--- src/cpu_consts.svh ---
// Width constants shared by the 16-bit decode slice
`ifndef CPU_CONSTS_SVH
`define CPU_CONSTS_SVH

// Register and result width
`define DATA_WIDTH 16

// Instruction word width
`define INSTR_WIDTH 16

// Register index width
`define REG_ADDR_WIDTH 3

// Register count, one per index value
`define NUM_REGS 8

`endif

--- src/isaPkg.sv ---
// Instruction set encoding of the teaching processor subset
package isaPkg;

    // Major opcode in instr[15:11]
    typedef enum logic [4:0] {
        OP_HALT  = 5'b00000,
        OP_NOP   = 5'b00001,
        OP_ADDI  = 5'b01000,
        OP_SUBI  = 5'b01001,
        OP_XORI  = 5'b01010,
        OP_ANDNI = 5'b01011,
        OP_SLBI  = 5'b10010,
        OP_LBI   = 5'b11000,
        OP_RTYPE = 5'b11011
    } opcodeT;

    // Operations the execute stage knows
    typedef enum logic [2:0] {
        ALU_ADD       = 3'd0,
        ALU_SUB       = 3'd1,
        ALU_XOR       = 3'd2,
        ALU_ANDN      = 3'd3,
        ALU_PASSB     = 3'd4,
        ALU_SHIFTLOAD = 3'd5
    } aluOpT;

    // Register-type function field in instr[1:0]
    typedef enum logic [1:0] {
        FUNC_ADD  = 2'b00,
        FUNC_SUB  = 2'b01,
        FUNC_XOR  = 2'b10,
        FUNC_ANDN = 2'b11
    } rFuncT;

    // Destination field select among 7:5, 10:8 and 4:2
    typedef enum logic [1:0] {
        DEST_RT = 2'b00,
        DEST_RS = 2'b01,
        DEST_RD = 2'b10
    } destSelT;

    // Field positions
    localparam int OPCODE_MSB = 15;
    localparam int OPCODE_LSB = 11;
    localparam int RS_LSB     = 8;
    localparam int RT_LSB     = 5;
    localparam int RD_LSB     = 2;
    localparam int FUNC_MSB   = 1;
    localparam int FUNC_LSB   = 0;
    localparam int IMM5_WIDTH = 5;
    localparam int IMM8_WIDTH = 8;

endpackage

--- src/pipePkg.sv ---
// Payload types carried by the pipeline slots
`include "cpu_consts.svh"

package pipePkg;

    // Decode to execute
    typedef struct packed {
        isaPkg::aluOpT               aluOp;
        logic [`REG_ADDR_WIDTH-1:0]  rsIndex;
        logic [`REG_ADDR_WIDTH-1:0]  rtIndex;
        logic [`DATA_WIDTH-1:0]      rsData;
        logic [`DATA_WIDTH-1:0]      rtData;
        logic                        useImm;
        logic [`DATA_WIDTH-1:0]      imm;
        logic [`REG_ADDR_WIDTH-1:0]  destReg;
        logic                        regWrite;
        logic                        isHalt;
        logic                        illegal;
    } idExT;

    // Execute to write-back
    typedef struct packed {
        logic [`DATA_WIDTH-1:0]      result;
        logic [`REG_ADDR_WIDTH-1:0]  destReg;
        logic                        regWrite;
        logic                        isHalt;
        logic                        illegal;
    } exWbT;

endpackage

--- src/decodeControl.sv ---
// Opcode decoder producing the control levels for one instruction
`timescale 1ns/1ps
`include "cpu_consts.svh"

module decodeControl (
    input  logic [`INSTR_WIDTH-1:0] instr,
    output isaPkg::aluOpT           aluOp,
    output isaPkg::destSelT         destSel,
    output logic                    useImm,
    output logic                    zeroExt,
    output logic                    regWrite,
    output logic                    isHalt,
    output logic                    illegal
);

    import isaPkg::*;

    opcodeT opcode;
    rFuncT  func;

    assign opcode = opcodeT'(instr[OPCODE_MSB:OPCODE_LSB]);
    assign func   = rFuncT'(instr[FUNC_MSB:FUNC_LSB]);

    always_comb begin
        aluOp    = ALU_ADD;
        destSel  = DEST_RT;
        useImm   = 1'b0;
        zeroExt  = 1'b0;
        regWrite = 1'b0;
        isHalt   = 1'b0;
        illegal  = 1'b0;

        case (opcode)
            OP_HALT: isHalt = 1'b1;
            // Nothing to do
            OP_NOP: ;
            OP_ADDI, OP_SUBI, OP_XORI, OP_ANDNI: begin
                useImm   = 1'b1;
                regWrite = 1'b1;
                case (opcode)
                    OP_SUBI: aluOp = ALU_SUB;
                    OP_XORI: aluOp = ALU_XOR;
                    OP_ANDNI: aluOp = ALU_ANDN;
                    default: aluOp = ALU_ADD;
                endcase
                // Logical immediates are unsigned
                zeroExt = (opcode == OP_XORI) || (opcode == OP_ANDNI);
            end
            OP_RTYPE: begin
                destSel  = DEST_RD;
                regWrite = 1'b1;
                case (func)
                    FUNC_ADD: aluOp = ALU_ADD;
                    FUNC_SUB: aluOp = ALU_SUB;
                    FUNC_XOR: aluOp = ALU_XOR;
                    default: aluOp = ALU_ANDN;
                endcase
            end
            OP_LBI: begin
                aluOp    = ALU_PASSB;
                destSel  = DEST_RS;
                useImm   = 1'b1;
                regWrite = 1'b1;
            end
            OP_SLBI: begin
                aluOp    = ALU_SHIFTLOAD;
                destSel  = DEST_RS;
                useImm   = 1'b1;
                zeroExt  = 1'b1;
                regWrite = 1'b1;
            end
            default: illegal = 1'b1;
        endcase
    end

endmodule

--- src/decodeCore.sv ---
// Top level of the decode slice with decode, two slots, execute and write-back
`timescale 1ns/1ps
`include "cpu_consts.svh"

module decodeCore (
    input  logic                       clk,
    input  logic                       arstN,
    input  logic                       instrValid,
    input  logic [`INSTR_WIDTH-1:0]    instr,
    output logic                       wbValid,
    output logic [`REG_ADDR_WIDTH-1:0] wbReg,
    output logic [`DATA_WIDTH-1:0]     wbData,
    output logic                       illegalInstr,
    output logic                       halted
);

    import pipePkg::*;

    logic decValid;
    logic exValid;
    logic resValid;
    logic wbSlotValid;
    idExT decPayload;
    idExT exPayload;
    exWbT resPayload;
    exWbT wbPayload;

    decodeStage decodeStage_inst (
        .clk       (clk),
        .arstN     (arstN),
        .instrValid(instrValid),
        .instr     (instr),
        .halted    (halted),
        .wbEn      (wbValid),
        .wbReg     (wbReg),
        .wbData    (wbData),
        .decValid  (decValid),
        .decPayload(decPayload)
    );

    pipeReg #(.payloadT(idExT)) idExSlot (
        .clk       (clk),
        .arstN     (arstN),
        .inValid   (decValid),
        .inPayload (decPayload),
        .outValid  (exValid),
        .outPayload(exPayload)
    );

    executeStage executeStage_inst (
        .clk       (clk),
        .arstN     (arstN),
        .exValid   (exValid),
        .exPayload (exPayload),
        .fwdValid  (wbSlotValid),
        .fwdPayload(wbPayload),
        .resValid  (resValid),
        .resPayload(resPayload),
        .halted    (halted)
    );

    pipeReg #(.payloadT(exWbT)) exWbSlot (
        .clk       (clk),
        .arstN     (arstN),
        .inValid   (resValid),
        .inPayload (resPayload),
        .outValid  (wbSlotValid),
        .outPayload(wbPayload)
    );

    // Write-back port that also drives the register file write
    assign wbValid      = wbSlotValid && wbPayload.regWrite;
    assign wbReg        = wbPayload.destReg;
    assign wbData       = wbPayload.result;
    assign illegalInstr = wbSlotValid && wbPayload.illegal;

endmodule

--- src/decodeStage.sv ---
// Decode stage with control decode, immediate forming and operand read
`timescale 1ns/1ps
`include "cpu_consts.svh"

module decodeStage (
    input  logic                       clk,
    input  logic                       arstN,
    input  logic                       instrValid,
    input  logic [`INSTR_WIDTH-1:0]    instr,
    input  logic                       halted,
    input  logic                       wbEn,
    input  logic [`REG_ADDR_WIDTH-1:0] wbReg,
    input  logic [`DATA_WIDTH-1:0]     wbData,
    output logic                       decValid,
    output pipePkg::idExT              decPayload
);

    import isaPkg::*;
    import pipePkg::*;

    aluOpT                      aluOp;
    destSelT                    destSel;
    logic                       useImm;
    logic                       zeroExt;
    logic                       regWrite;
    logic                       isHalt;
    logic                       illegal;
    logic [`REG_ADDR_WIDTH-1:0] rsIdx;
    logic [`REG_ADDR_WIDTH-1:0] rtIdx;
    logic [`REG_ADDR_WIDTH-1:0] destIdx;
    logic [`DATA_WIDTH-1:0]     rsData;
    logic [`DATA_WIDTH-1:0]     rtData;
    logic [`DATA_WIDTH-1:0]     imm5;
    logic [`DATA_WIDTH-1:0]     imm;

    decodeControl decodeControl_inst (
        .instr   (instr),
        .aluOp   (aluOp),
        .destSel (destSel),
        .useImm  (useImm),
        .zeroExt (zeroExt),
        .regWrite(regWrite),
        .isHalt  (isHalt),
        .illegal (illegal)
    );

    assign rsIdx = instr[RS_LSB +: `REG_ADDR_WIDTH];
    assign rtIdx = instr[RT_LSB +: `REG_ADDR_WIDTH];

    always_comb begin
        case (destSel)
            DEST_RS: destIdx = rsIdx;
            DEST_RD: destIdx = instr[RD_LSB +: `REG_ADDR_WIDTH];
            default: destIdx = rtIdx;
        endcase
    end

    regFile regFile_inst (
        .clk      (clk),
        .arstN    (arstN),
        .read1Sel (rsIdx),
        .read2Sel (rtIdx),
        .writeSel (wbReg),
        .writeData(wbData),
        .writeEn  (wbEn),
        .read1Data(rsData),
        .read2Data(rtData)
    );

    // 5-bit immediate for the arithmetic forms
    assign imm5 = zeroExt ?
        {{(`DATA_WIDTH-IMM5_WIDTH){1'b0}}, instr[IMM5_WIDTH-1:0]} :
        {{(`DATA_WIDTH-IMM5_WIDTH){instr[IMM5_WIDTH-1]}}, instr[IMM5_WIDTH-1:0]};

    // LBI sign extends the byte and SLBI zero extends it
    always_comb begin
        case (aluOp)
            ALU_PASSB: imm = {{(`DATA_WIDTH-IMM8_WIDTH){instr[IMM8_WIDTH-1]}},
                              instr[IMM8_WIDTH-1:0]};
            ALU_SHIFTLOAD: imm = {{(`DATA_WIDTH-IMM8_WIDTH){1'b0}}, instr[IMM8_WIDTH-1:0]};
            default: imm = imm5;
        endcase
    end

    always_comb begin
        decPayload.aluOp    = aluOp;
        decPayload.rsIndex  = rsIdx;
        decPayload.rtIndex  = rtIdx;
        decPayload.rsData   = rsData;
        decPayload.rtData   = rtData;
        decPayload.useImm   = useImm;
        decPayload.imm      = imm;
        decPayload.destReg  = destIdx;
        decPayload.regWrite = regWrite;
        decPayload.isHalt   = isHalt;
        decPayload.illegal  = illegal;
    end

    // Strobes after a halt are dropped
    assign decValid = instrValid && !halted;

    instrKnown: assert property (
        @(posedge clk) disable iff (!arstN)
        instrValid |-> !$isunknown(instr)
    );

endmodule

--- src/executeStage.sv ---
// Execute stage with operand forwarding, ALU and halt latch
`timescale 1ns/1ps
`include "cpu_consts.svh"

module executeStage (
    input  logic          clk,
    input  logic          arstN,
    input  logic          exValid,
    input  pipePkg::idExT exPayload,
    input  logic          fwdValid,
    input  pipePkg::exWbT fwdPayload,
    output logic          resValid,
    output pipePkg::exWbT resPayload,
    output logic          halted
);

    import isaPkg::*;
    import pipePkg::*;

    logic                   rsHit;
    logic                   rtHit;
    logic [`DATA_WIDTH-1:0] rsVal;
    logic [`DATA_WIDTH-1:0] rtVal;
    logic [`DATA_WIDTH-1:0] opB;
    logic [`DATA_WIDTH-1:0] aluResult;
    logic                   haltQ;

    // Distance-1 dependency takes the value being written back
    assign rsHit = fwdValid && fwdPayload.regWrite && (fwdPayload.destReg == exPayload.rsIndex);
    assign rtHit = fwdValid && fwdPayload.regWrite && (fwdPayload.destReg == exPayload.rtIndex);

    assign rsVal = rsHit ? fwdPayload.result : exPayload.rsData;
    assign rtVal = rtHit ? fwdPayload.result : exPayload.rtData;
    assign opB   = exPayload.useImm ? exPayload.imm : rtVal;

    always_comb begin
        case (exPayload.aluOp)
            ALU_ADD: aluResult = rsVal + opB;
            // Subtract is reversed in this ISA
            ALU_SUB: aluResult = opB - rsVal;
            ALU_XOR: aluResult = rsVal ^ opB;
            ALU_ANDN: aluResult = rsVal & ~opB;
            ALU_PASSB: aluResult = exPayload.imm;
            ALU_SHIFTLOAD: aluResult = (rsVal << IMM8_WIDTH) | exPayload.imm;
            default: aluResult = '0;
        endcase
    end

    always_comb begin
        resPayload.result   = aluResult;
        resPayload.destReg  = exPayload.destReg;
        resPayload.regWrite = exPayload.regWrite;
        resPayload.isHalt   = exPayload.isHalt;
        resPayload.illegal  = exPayload.illegal;
    end

    assign resValid = exValid;

    // Sticky until reset
    always_ff @(posedge clk or negedge arstN) begin
        if (!arstN) begin
            haltQ <= 1'b0;
        end else if (resValid && resPayload.isHalt) begin
            haltQ <= 1'b1;
        end
    end

    assign halted = haltQ;

    // Halt holds and nothing new reaches execute after it
    haltSticky: assert property (
        @(posedge clk) disable iff (!arstN)
        halted |=> halted && !exValid
    );

endmodule

--- src/pipeReg.sv ---
// Pipeline slot holding one payload and its valid bit
`timescale 1ns/1ps

module pipeReg #(
    parameter type payloadT = logic
) (
    input  logic    clk,
    input  logic    arstN,
    input  logic    inValid,
    input  payloadT inPayload,
    output logic    outValid,
    output payloadT outPayload
);

    // Valid bit with asynchronous clear
    always_ff @(posedge clk or negedge arstN) begin
        if (!arstN) begin
            outValid <= 1'b0;
        end else begin
            outValid <= inValid;
        end
    end

    // Payload captured on every edge
    always_ff @(posedge clk) begin
        outPayload <= inPayload;
    end

endmodule

--- src/regFile.sv ---
// Eight-entry register file with two read ports and a bypassed write port
`timescale 1ns/1ps
`include "cpu_consts.svh"

module regFile (
    input  logic                       clk,
    input  logic                       arstN,
    input  logic [`REG_ADDR_WIDTH-1:0] read1Sel,
    input  logic [`REG_ADDR_WIDTH-1:0] read2Sel,
    input  logic [`REG_ADDR_WIDTH-1:0] writeSel,
    input  logic [`DATA_WIDTH-1:0]     writeData,
    input  logic                       writeEn,
    output logic [`DATA_WIDTH-1:0]     read1Data,
    output logic [`DATA_WIDTH-1:0]     read2Data
);

    logic [`DATA_WIDTH-1:0] regs [`NUM_REGS];

    always_ff @(posedge clk or negedge arstN) begin
        if (!arstN) begin
            for (int i = 0; i < `NUM_REGS; i++) begin
                regs[i] <= '0;
            end
        end else if (writeEn) begin
            regs[writeSel] <= writeData;
        end
    end

    // Same-cycle write shows up on the read side
    always_comb begin
        if (writeEn && (writeSel == read1Sel)) begin
            read1Data = writeData;
        end else begin
            read1Data = regs[read1Sel];
        end

        if (writeEn && (writeSel == read2Sel)) begin
            read2Data = writeData;
        end else begin
            read2Data = regs[read2Sel];
        end
    end

    // Write-back data must be fully resolved
    writeDataKnown: assert property (
        @(posedge clk) disable iff (!arstN)
        writeEn |-> !$isunknown(writeData)
    );

endmodule

--- config.mk ---
export PLATFORM = sky130hd
export DESIGN_NAME = decodeCore
export DESIGN_NICKNAME = d
export VERILOG_FILES = /design/src/isaPkg.sv /design/src/pipePkg.sv /design/src/decodeControl.sv /design/src/decodeCore.sv /design/src/decodeStage.sv /design/src/executeStage.sv /design/src/pipeReg.sv /design/src/regFile.sv
export VERILOG_INCLUDE_DIRS = /design/src
export SDC_FILE = /design/constraint.sdc
export NUM_CORES = 1
export LEC_CHECK = 0
export BUFFER_PORTS_ARGS = -buffer_cell sky130_fd_sc_hd__buf_4
export CELL_PAD_IN_SITES_DETAIL_PLACEMENT = 1
export CELL_PAD_IN_SITES_GLOBAL_PLACEMENT = 1
export CORE_MARGIN = 4
export CORE_UTILIZATION = 34
export DETAILED_ROUTE_END_ITERATION = 6
export GPL_ROUTABILITY_DRIVEN = 1
export PLACE_DENSITY_LB_ADDON = 0.1
export SLEW_MARGIN = 0
export SYNTH_ARGS = -nofsm -noshare
export SYNTH_HDL_FRONTEND = slang
export SYNTH_SLANG_ARGS = --single-unit
--- constraint.sdc ---
create_clock -name clk -period 10.7 [get_ports clk]
set_input_delay 1.605 -clock clk [delete_from_list [all_inputs] [get_ports clk]]
set_output_delay 1.605 -clock clk [all_outputs]
set_load 0.05 [all_outputs]
* Word level (Yosys, flattened, before mapping) *
Index checks and enable logic that the tools add are counted.
Widths: inputs -> output; s select.

operators by class
  bitwise operators = 7
  multiplexer cells = 27
  reductions and logical operators = 19
  add/subtract/negate cells = 2
  equal/unequal tests = 23
  order comparisons = 4

operators by type and width
  operator            number
  $mux 16             11
  $bwmux 128          1
  $bmux 16 s3         2
  $pmux 16 s6         1
  $demux 16 s3        1
  $pmux 16 s2         1
  $eq 5x4->1 const B  4
  $add 16x16->16      1
  $and 16x16->16      1
  $not 16->16         1
  $or 16x16->16       1
  $sub 16x16->16      1
  $xor 16x16->16      1
  $eq 5x5->1 const B  3
  $eq 3x3->1          4
  $eq 3x3->1 const B  4
  $ge 4x4->1 const B  3
  $not 3->4           3
  $pmux 2 s3          2
  $pmux 3 s4          1
  $logic_and 1x1->1   9
  $reduce_or 9->1     1
  $reduce_or 7->1     1
  $eq 3x2->1 const B  2
  17 further kinds    22

word-level totals
  register bits = 216
  output and inout port bits = 22
  input bits = 19

* Longest topological paths before layout *
Gate-level depths: netlist of the first run.

  word-level depth = 7
  mapped depth = 21

* Cells and area by module *
Synthesis of the first run repeated with hierarchy kept, for this count alone.

unflattened totals
  cell total of the unflattened synthesis = 1007
  area, all modules = 12505.7 um^2

modules (own cells, without submodules)
  module              times used  cells an instance  area each (um^2)  seq. area each (um^2)
  regFile             1           452                7533.5            3203.1
  executeStage        1           388                2661.3            25.0
  pipeReg (idExSlot)  1           65                 1306.3            1306.3
  pipeReg (exWbSlot)  1           23                 465.4             465.4
  decodeStage         1           45                 322.8             0.0
  decodeControl       1           32                 203.9             0.0
  decodeCore          1           2                  12.5              0.0

* Least setup slack after synthesis of the first run *
OpenSTA, ideal clock, no wires.

  path type = reg-to-reg
  start = register exWbSlot.outPayload[5] in the netlist's numbering
  end = register exWbSlot.outPayload[21] in the netlist's numbering
  stages on the path, launching flop included = 22
  buffers on the path = 4
  slack = 6602 ps
  data arrival time = 3970 ps
  path through = dfxtp_1 > buf_6 > xor2_1 > nor4_4 > buf_4 > buf_4 > mux2_2 > inv_1 > ha_1 > o21ai_1 > or2_4 > o31ai_1 > xor2_1 > ha_1 > clkbuf_1 > a21oi_1 > o21ai_0 > a31o_2 > o221ai_1 > a21oi_1 > xnor2_1 > o221ai_2

on the way
  cells in the longest elaborated chain, start to end = 7

RTL lines
  item                                                    RTL line            source
  start, declared                                         pipeReg.sv:12       output payloadT outPayload
  start signal, assigned                                  pipeReg.sv:26       outPayload <= inPayload;
  branches (longest 6 deep; another with $sub 16x16->16)  -
  $pmux 16 s6 *                                           executeStage.sv:37  case (exPayload.aluOp)

Mark *: on every way between the ends.
A chain may end at the register's enable or synchronous reset.

* Worst setup path in the final report of the first run *
  start = register exWbSlot.outPayload[5] in the netlist's numbering
  end = register exWbSlot.outPayload[18] in the netlist's numbering

The elaborated chain is that of the path after synthesis.

==> impl_metrics.toml, run 1 <==
[outcome]
status = "finished clean"

[floorplanning]
rows = 67
core-area_mm2 = 0.03370
start_util = 0.3471
die_h_um = 193.5
die_width_um = 193.5
die_area_mm2 = 0.03744
io_pins = 41

[timing]
tightest_slew_ns = 0.9194
period_share = 0.4283
clock_skew_ns = 0.01018
timing.hold.ws_ns = 0.3292
final-hold-violation-count = 0
maxSlewViolCount = 0
min_period_ns = 4.583
setup_tns_ns = 0
slew_headroom = 0.3862
setup_violations = 0
rsz0062_at_grt = "false"
worst_slack_ns = 6.117
fmax_mhz = 218.2

[yosys]
ys_warn_count = 0
async_flop_share = 0.6268
ys.flop_type = "dfrtp_1"
syn_nets = 1075
syn_inst = 1021
synth_edf_count = 0
ys_ff_latch = 209
ys_seq_area_frac = 0.4137
syn-cell-area_mm2 = 0.01170
synth_cell_types = 58
avgSynthCellArea_um2 = 11.46

[critical_path]
startpoint_type = "flop"
crit_path_end_kind = "flop"
critical_path.cell_chain = "xor2_1 -> nor4_4 -> buf_4 -> mux2_2 -> inv_1 -> ha_1 -> o21ai_1 -> or2_4 -> o21ai_0 -> xor2_1 -> ha_1 -> a21o_1 -> nand2_1 -> nand2_1 -> a2111oi_0 -> nor4_1 -> nand3b_1"
worst-path-max-fanout = 39
reg2reg_depth = 17
crit_family = "compound AO/OA/AOI/OAI gates"
path_buf_inv = 2
worstPathRequired_ns = 11.11
cp_data_arrival_time_ns = 4.99
criticalPathCategory = "reg -> reg"
cpMaxStageDelayCell = "a2111oi_0"
max_stage_delay_ns = 0.64
crit_cells = 17

[placement]
place_ws_ns = 6.162
post-dp-hpwl_um = 22890
place_area_mm2 = 0.01226
port-buffer-count = 40
routabilityCongestion = 0.8039

[clock_network]
path_clk_slew_ns = 0.06
clkSinkCount = 209
htree_levels = 1
tritoncts = "done"
clockBufferDepth = 3
cts_setup_buffers = 0
cts_hold_buffers = 0
numCtsBuffers = 25
cts_root_buf = "clkbuf_16"
clk_latency_ns = 0.52
post_cts_resized = 0

[cells_and_area]
nets = 1065
syn_to_final_growth_pct = 11.48
antennaDiodeCount = 0
final_cell_area_mm2 = 0.01304
layout-drive-gt1-share = 0.3129
num-fill-cells = 3615

[route]
drtIter0Drc = 355
routedWlPerCell_um = 23.77
viasPerCell = 5.335
ant_nets = 0
drtPass1Iterations = 4
drc = 0
vias = 7880
finalWirelength_um = 35100

[global_routing]
grt_pass1_wl_um = 53250
grt_pass1_vias = 8363
grt_max_degree = 68
gr-usage-all-layers = 0.1837
antenna_found_initial = 0
grt-ovfl-total = 0

[worst_hold_path]
hp-class = "reg -> reg"
min_delay_path_depth = 0

[power_and_ir_drop]
max-vdd-ir-drop_mv = 0.1384
p_per_area_mw_per_mm2 = 307.0
total_leakage_power_nw = 5.639
power_w = 0.004003

[flow_run]
cap_violations = 0
[logic make-up after synthesis]
kind of cell,synth area share
muxes,0.3076
buffers and inverters,0.04974
adders and majority gates,0.03808
xor gates and xnor gates,0.02621
AOI/OAI and AO/OA,0.08932
and+or+nand+nor,0.07530
DFF,0.4137
[layer usage]
metal,up-vias,part of all wire,global-route usage
met5,-,0,0
met4,0,0.017,0.03829
met3,43,0.023,0.01948
met2,68,0.48,0.3067
met1,4075,0.48,0.2608
li1,3694,-,-
[layout by cell type, fill, tap and decap left out, types with 13 or more instances in the layout]
master	instances
a21oi_1	39
buf_4	54
clkbuf_16	25
dfrtp_1	131
dfxtp_1	78
ha_1	34
inv_1	32
mux2_2	148
mux2i_1	49
mux4_2	64
nand2_1	75
nor2_1	42
nor3_1	15
o21ai_0	64
xnor2_1	13
xor2_1	22
[layout make-up]
class	instances	area, um^2	area share
flip-flops and latches	209	4840	0.3711
inverters	33	123.9	0.009499
multi-input cells	687	6316	0.4844
well taps	448	560.5	0.04299
repair buffers	55	416.7	0.03195
clock buffers	41	735.7	0.05642
clock inverters	4	47.55	0.003646
[flip-flops by register name (all words and copies together), names as in the netlist]
name and count:
decodeStage_inst.regFile_inst.regs 128, idExSlot.outPayload 57, exWbSlot.outPayload 21, exWbSlot.outValid 1, executeStage_inst.halted 1, idExSlot.outValid 1
[where the power goes]
part | switching [W] | internal [W] | leakage (nW)
Sequential | 0.000347 | 0.00108 | 2.37
Clock | 0.000335 | 0.000490 | 0.379
Combinational | 0.000904 | 0.000847 | 2.89
[through the flow]
step | util | instances
floorplan | - | 1021
global placement | 0.3637 | 1432
finish | 0.3869 | 1477
detailed placement | 0.3637 | 1432
CTS | 0.3869 | 1477
global route | 0.3869 | 1477
[path summary, 6_finish.rpt]
kind,start,to,slack [ns]
worst max-delay path,exWbSlot.outPayload[5],exWbSlot.outPayload[18],6.12
worst min register to register,idExSlot.outPayload[4],exWbSlot.outPayload[4],0.33
max in group asynchronous,arstN,decodeStage_inst.regFile_inst.regs[123],8.24
worst min-delay path,idExSlot.outPayload[4],exWbSlot.outPayload[4],0.33
min in group asynchronous,arstN,decodeStage_inst.regFile_inst.regs[84],1.10
worst max register to register,exWbSlot.outPayload[5],exWbSlot.outPayload[18],6.12
[Yosys cell counts (5+ instances only)]
| master | count | share of area |
|---|---|---|
| a31oi_1 | 7 | 0.0037 |
| nor4_1 | 7 | 0.0037 |
| dfxtp_1 | 78 | 0.13 |
| mux4_2 | 64 | 0.12 |
| o31ai_1 | 5 | 0.0032 |
| nand2b_1 | 5 | 0.0027 |
| nor2b_1 | 5 | 0.0027 |
| o21ai_0 | 64 | 0.027 |
| ha_1 | 34 | 0.036 |
| buf_4 | 23 | 0.015 |
| dfrtp_1 | 131 | 0.28 |
| nor2_1 | 45 | 0.014 |
| buf_2 | 9 | 0.0039 |
| a21oi_1 | 39 | 0.017 |
| xnor2_1 | 13 | 0.0097 |
| a21o_1 | 9 | 0.0058 |
| xor2_1 | 22 | 0.016 |
| mux2i_1 | 49 | 0.042 |
| nand2_1 | 75 | 0.024 |
| nor3_1 | 18 | 0.0077 |
| o21a_1 | 11 | 0.0071 |
| clkbuf_1 | 56 | 0.018 |
| o22ai_1 | 7 | 0.0037 |
| mux2_2 | 148 | 0.14 |
| inv_1 | 32 | 0.010 |
| nand3_1 | 6 | 0.0026 |
Power figures use the tool's default switching activity.
==> inputs of run 2 (changes only) <==
==> constraint.sdc (replaced) <==
create_clock -name clk -period 4 [get_ports clk]
set_input_delay 0.6 -clock clk [delete_from_list [all_inputs] [get_ports clk]]
set_output_delay 0.6 -clock clk [all_outputs]
set_load 0.05 [all_outputs]
==> impl_metrics.toml, run 2 (synthesis results as in run 1) <==
[outcome]
status = "finished clean"

[route]
vias = 8091
top_layer_used = "met4"
dr_wl_met3_um = 935
wl_met2_um = 16710
wl_met1_um = 16970
routedWlPerCell_um = 23.54
viasPerCell = 5.365
drc = 0
drtIter0Drc = 430
ant_nets = 0
finalWirelength_um = 35500
drtPass1Iterations = 4

[floorplanning]
core-area_mm2 = 0.03370
die_h_um = 193.5
start_util = 0.3471
rows = 67
die_area_mm2 = 0.03744
die_width_um = 193.5
io_pins = 41

[clock_network]
cts_root_buf = "clkbuf_16"
clockBufferDepth = 3
clk_latency_ns = 0.55
htree_levels = 1
tritoncts = "done"
path_clk_slew_ns = 0.06
clkSinkCount = 209
numCtsBuffers = 26

[placement]
routabilityCongestion = 0.8061
port-buffer-count = 40
placed_cells = 1459
post-dp-hpwl_um = 24970

[cells_and_area]
layout-drive-gt1-share = 0.3415
num-fill-cells = 3621
largest-register = "decodeStage_inst.regFile_inst.regs"
final_cells = 1508
top_regs = "decodeStage_inst.regFile_inst.regs x128, idExSlot.outPayload x57, exWbSlot.outPayload x21"
multi_input_area_mm2 = 0.006379
syn_to_final_growth_pct = 14.44
final_cell_mix = "mux2_2 (147), dfrtp_1 (131), buf_4 (79)"
register_area_mm2 = 0.004841
final_common_cell = "mux2_2"
antennaDiodeCount = 0
nets = 1094
largest_reg_flops = 128

[timing]
min_period_ns = 3.731
period_share = 0.9328
final-hold-violation-count = 0
clock_skew_ns = 0.01728
tightest_slew_ns = 0.8290
setup_violations = 0
slew_headroom = 0.4466
fmax_mhz = 268.0
rsz0062_at_grt = "false"
maxSlewViolCount = 0

[critical_path]
max_stage_delay_ns = 0.42
startpoint_type = "flop"
criticalPathCategory = "reg -> reg"
cp_data_arrival_time_ns = 4.14
critical_path.cell_chain = "xor2_1 -> nor4_4 -> buf_4 -> mux2_4 -> inv_1 -> ha_1 -> o21ai_1 -> or2_4 -> o41ai_2 -> xor2_1 -> ha_1 -> nor2_1 -> o21ai_2 -> a31o_2 -> o221ai_1 -> a21oi_1 -> xnor2_1 -> o221ai_2"
worstPathRequired_ns = 4.41
worst-path-max-fanout = 5
crit_path_end_kind = "flop"
cpMaxStageDelayCell = "o41ai_2"

[power_and_ir_drop]
p_comb_frac = 0.455
power_switching_w = 0.004437
clockPowerShare = 0.206
power_w = 0.01109
max-vdd-ir-drop_mv = 0.3978
internal_power_w = 0.006655
p_sw_frac = 0.4000
pwr-share-seq = 0.338
total_leakage_power_nw = 5.816
p_per_area_mw_per_mm2 = 828.6

[global_routing]
grt-ovfl-total = 0
gr-usage-all-layers = 0.1860
antenna_found_initial = 0
grt_pass1_wl_um = 54870
grt_pass1_vias = 8749
grt_max_degree = 79

[flow_run]
cap_violations = 0

[worst_hold_path]
hp-class = "in -> async"
-- run 2: per-stage QoR --
stage | TNS (ns) | hold slack, ns | utilization | setup WS, ns | instance area (um^2)
finish | 0 | 0.1149 | 0.3972 | 0.2689 | 13390
CTS | 0 | 0.1257 | 0.3949 | 0.05676 | 13310
detailed placement | -0.06606 | 0.3135 | 0.3699 | -0.03434 | 12470
floorplan | 0 | 0.3044 | - | 0.04823 | 11700
global placement | 0 | 0.3131 | 0.3699 | 0.05476 | 12470
global route | 0 | 0.1401 | 0.3972 | 0.008272 | 13390
-- run 2: power groups by stage --
stage / combinational [W] / clock [W] / sequential [W]
final: 0.00505 / 0.00229 / 0.00375
after global routing: 0.00559 / 0.00243 / 0.00387
after CTS: 0.00499 / 0.00236 / 0.00375
after detailed placement: 0.00494 / 0 / 0.00378
after global placement: 0.00487 / 0 / 0.00375
after floorplan: 0.00392 / 0 / 0.00330
-- run 2: timing repair --
item / 4_1_cts / 5_1_grt
gates cloned: 0 / 0
endpoints found under the setup margin: 4 / 8
pin swaps: 0 / 2
setup buffers: 0 / 1
hold buffers: 0 / 0
gates resized for setup: 4 / 17
-- run 2: worst paths after layout --
| kind | from | end | slack (ns) | cells after the start |
|---|---|---|---|---|
| max | exWbSlot.outPayload[4] | exWbSlot.outPayload[21] | 0.27 | 18 |
| min | arstN | decodeStage_inst.regFile_inst.regs[69] | 0.11 | 1 |
| min in group clk | instr[2] | idExSlot.outPayload[8] | 0.16 | 1 |
| max reg2reg | exWbSlot.outPayload[4] | exWbSlot.outPayload[21] | 0.27 | 18 |
| min reg2reg | idExSlot.outPayload[5] | exWbSlot.outPayload[5] | 0.32 | 0 |
| max in group asynchronous | arstN | decodeStage_inst.regFile_inst.regs[91] | 3.09 | 2 |
-- run 2: per-layer routing --
layer | up-vias | track usage
met2 | 94 | 0.3068
met3 | 52 | 0.02226
met5 | - | 0
li1 | 3739 | -
met1 | 4206 | 0.2631
met4 | 0 | 0.04485
-- run 2: worst max-delay path: cells and delay by family (launching register included) --
family                   cells  cell delay (ns)
AO/OA/AOI/OAI                7             1.14
AND/OR/NAND/NOR              3             0.68
XOR/XNOR                     3             0.47
adder cells (fa/ha/maj)      2             0.38
flip-flops                   1             0.35
multiplexers                 1             0.33
buffers and inverters        2             0.24
-- run 2: cell type report --
cell class | count | share of cell area
Tap cell | 448 | 0.04187
Sequential cell | 209 | 0.3616
Timing Repair Buffer | 83 | 0.04860
Multi-Input combinational cell | 687 | 0.4765
Clock inverter | 5 | 0.005795
Inverter | 33 | 0.009253
Clock buffer | 43 | 0.05636
==> inputs of run 3 (changes only) <==
==> constraint.sdc (replaced) <==
create_clock -name clk -period 4 [get_ports clk]
set_input_delay 0.8 -clock clk [delete_from_list [all_inputs] [get_ports clk]]
set_output_delay 0.8 -clock clk [all_outputs]
set_load 0.05 [all_outputs]
==> impl_metrics.toml, run 3 (synthesis results as in run 1) <==
[outcome]
status = "finished clean"

[cells_and_area]
nets = 1094
final_common_cell = "mux2_2"
syn_to_final_growth_pct = 15.02
final_cell_mix = "mux2_2 (147), dfrtp_1 (131), buf_4 (81)"
largest_reg_flops = 128
num-fill-cells = 3637
final_cell_area_mm2 = 0.01345
antennaDiodeCount = 0
layout-drive-gt1-share = 0.3491
largest-register = "decodeStage_inst.regFile_inst.regs"
top_regs = "decodeStage_inst.regFile_inst.regs x128, idExSlot.outPayload x57, exWbSlot.outPayload x21"

[floorplanning]
die_h_um = 193.5
die_width_um = 193.5
core-area_mm2 = 0.03370
rows = 67
start_util = 0.3471
io_pins = 41
die_area_mm2 = 0.03744

[critical_path]
crit_start = "exWbSlot.outPayload[5]"
startpoint_type = "flop"
worst-path-max-fanout = 37
critical_path.cell_chain = "xor2_1 -> nor4_4 -> buf_6 -> mux2_2 -> xnor2_1 -> ha_1 -> a21o_1 -> a21oi_1 -> o21bai_1 -> a31o_2 -> a2111oi_4 -> nor4_1 -> nand3b_1"
rr_endpoint = "exWbSlot.outPayload[18]"
worstPathRequired_ns = 4.41
reg2reg_depth = 13
cp_data_arrival_time_ns = 4.26
endpoint = "exWbSlot.outPayload[18]"
regToRegSetupSlack_ns = 0.15
criticalPathCategory = "reg -> reg"
max_stage_delay_ns = 0.42
crit_path_end_kind = "flop"
cpMaxStageDelayCell = "mux2_2"
timing.rr.start = "exWbSlot.outPayload[5]"

[worst_hold_path]
hp-class = "in -> async"

[placement]
post-dp-hpwl_um = 24600
place_area_mm2 = 0.01246
routabilityCongestion = 0.8419
port-buffer-count = 40

[timing]
setup_violations = 0
setup_tns_ns = 0
period_share = 0.9621
final-hold-violation-count = 0
tightest_slew_ns = 0.8539
min_period_ns = 3.849
slew_headroom = 0.4276
clock_skew_ns = 0.01360
maxSlewViolCount = 0
fmax_mhz = 259.8

[clock_network]
clockBufferDepth = 3
path_clk_slew_ns = 0.06
clk_latency_ns = 0.55
tritoncts = "done"
cts_root_buf = "clkbuf_16"
htree_levels = 1
clkSinkCount = 209
numCtsBuffers = 26

[route]
drc = 0
ant_nets = 0
finalWirelength_um = 35430
routedWlPerCell_um = 23.49
vias = 8119
drtIter0Drc = 347
drtPass1Iterations = 4
viasPerCell = 5.384

[power_and_ir_drop]
total_leakage_power_nw = 5.860
max-vdd-ir-drop_mv = 0.5442
p_per_area_mw_per_mm2 = 842.4

[global_routing]
antenna_found_initial = 1
grt_max_degree = 84
grt_pass1_vias = 8650
grt_pass1_wl_um = 54880
gr-usage-all-layers = 0.1866
grt-ovfl-total = 0

[flow_run]
cap_violations = 0
run 3: cell count changes in the layout (fill, tap and decap cells not counted), sizes merged:
| cell | previous run | this run |
|---|---|---|
| clkbuf | 43 | 35 |
| bufinv | 1 | 4 |
| clkinv | 4 | 9 |
run 3: how the worst min path moves through the flow:
| stage | from | end | slack [ns] | depth (start not counted) |
|---|---|---|---|---|
| after floorplan | idExSlot.outPayload[0] | exWbSlot.outPayload[0] | 0.31 | 0 |
| after global placement | idExSlot.outPayload[5] | exWbSlot.outPayload[5] | 0.31 | 0 |
| after detailed placement | idExSlot.outPayload[3] | exWbSlot.outPayload[3] | 0.31 | 0 |
| after CTS | arstN | decodeStage_inst.regFile_inst.regs[21] | 0.32 | 1 |
| after global routing | idExSlot.outPayload[2] | exWbSlot.outPayload[2] | 0.33 | 0 |
| final | arstN | decodeStage_inst.regFile_inst.regs[21] | 0.30 | 1 |
run 3: where the power goes:
group / leakage [nW] / internal, W / switching [W] / total [W]
registers: 2.37 / 0.00289 / 0.000856 / 0.00375
clock network: 0.456 / 0.00156 / 0.000956 / 0.00251
logic: 3.03 / 0.00242 / 0.00265 / 0.00507
run 3: repair_timing:
| item | 4_1_cts | 5_1_grt |
|---|---|---|
| hold buffers | 0 | 0 |
| buffers inserted | 0 | 0 |
| pin swaps | 0 | 1 |
| setup endpoints to repair | 4 | 7 |
| resized for setup | 4 | 13 |
run 3: metal layers:
layer,routed length [um],part of all wire,GRT usage
met5,0,0,0
met1,16670,0.47,0.2627
met4,806,0.023,0.04091
met2,16910,0.48,0.3105
met3,1043,0.029,0.02348
run 3: final cells by class:
type | instances | area [um^2] | share of cell area
multi-input cells | 687 | 6365 | 0.4731
flip-flops and latches | 209 | 4842 | 0.3599
clock buffers | 35 | 735.7 | 0.05468
repair buffers | 83 | 630.6 | 0.04687
well taps | 448 | 560.5 | 0.04166
clock inverters | 13 | 196.4 | 0.01460
inverters | 33 | 123.9 | 0.009207
run 3: metrics by stage:
stage | hold WS, ns | std cells | power [W] | utilization | worst slack, ns
final | 0.2988 | 1508 | 0.01133 | 0.3992 | 0.1514
after global routing | 0.3270 | 1508 | 0.01213 | 0.3992 | -0.01795
after CTS | 0.3215 | 1508 | 0.01133 | 0.3978 | -0.003163
after detailed placement | 0.3132 | 1460 | 0.008719 | 0.3698 | -0.1252
after global placement | 0.3143 | 1460 | 0.008652 | 0.3698 | 0.04529
after floorplan | 0.3096 | 1021 | 0.007221 | - | 0.04823
run 3: worst max-delay path, delay by kind of cell, from the launching register on:
family,cells,cell delay [ns]
xor gates and xnor gates,2,0.31
muxes,1,0.42
AOI/OAI and AO/OA,5,1.25
buffers and inverters,1,0.34
DFF,1,0.35
and+or+nand+nor,3,0.71
adders and majority gates,1,0.34
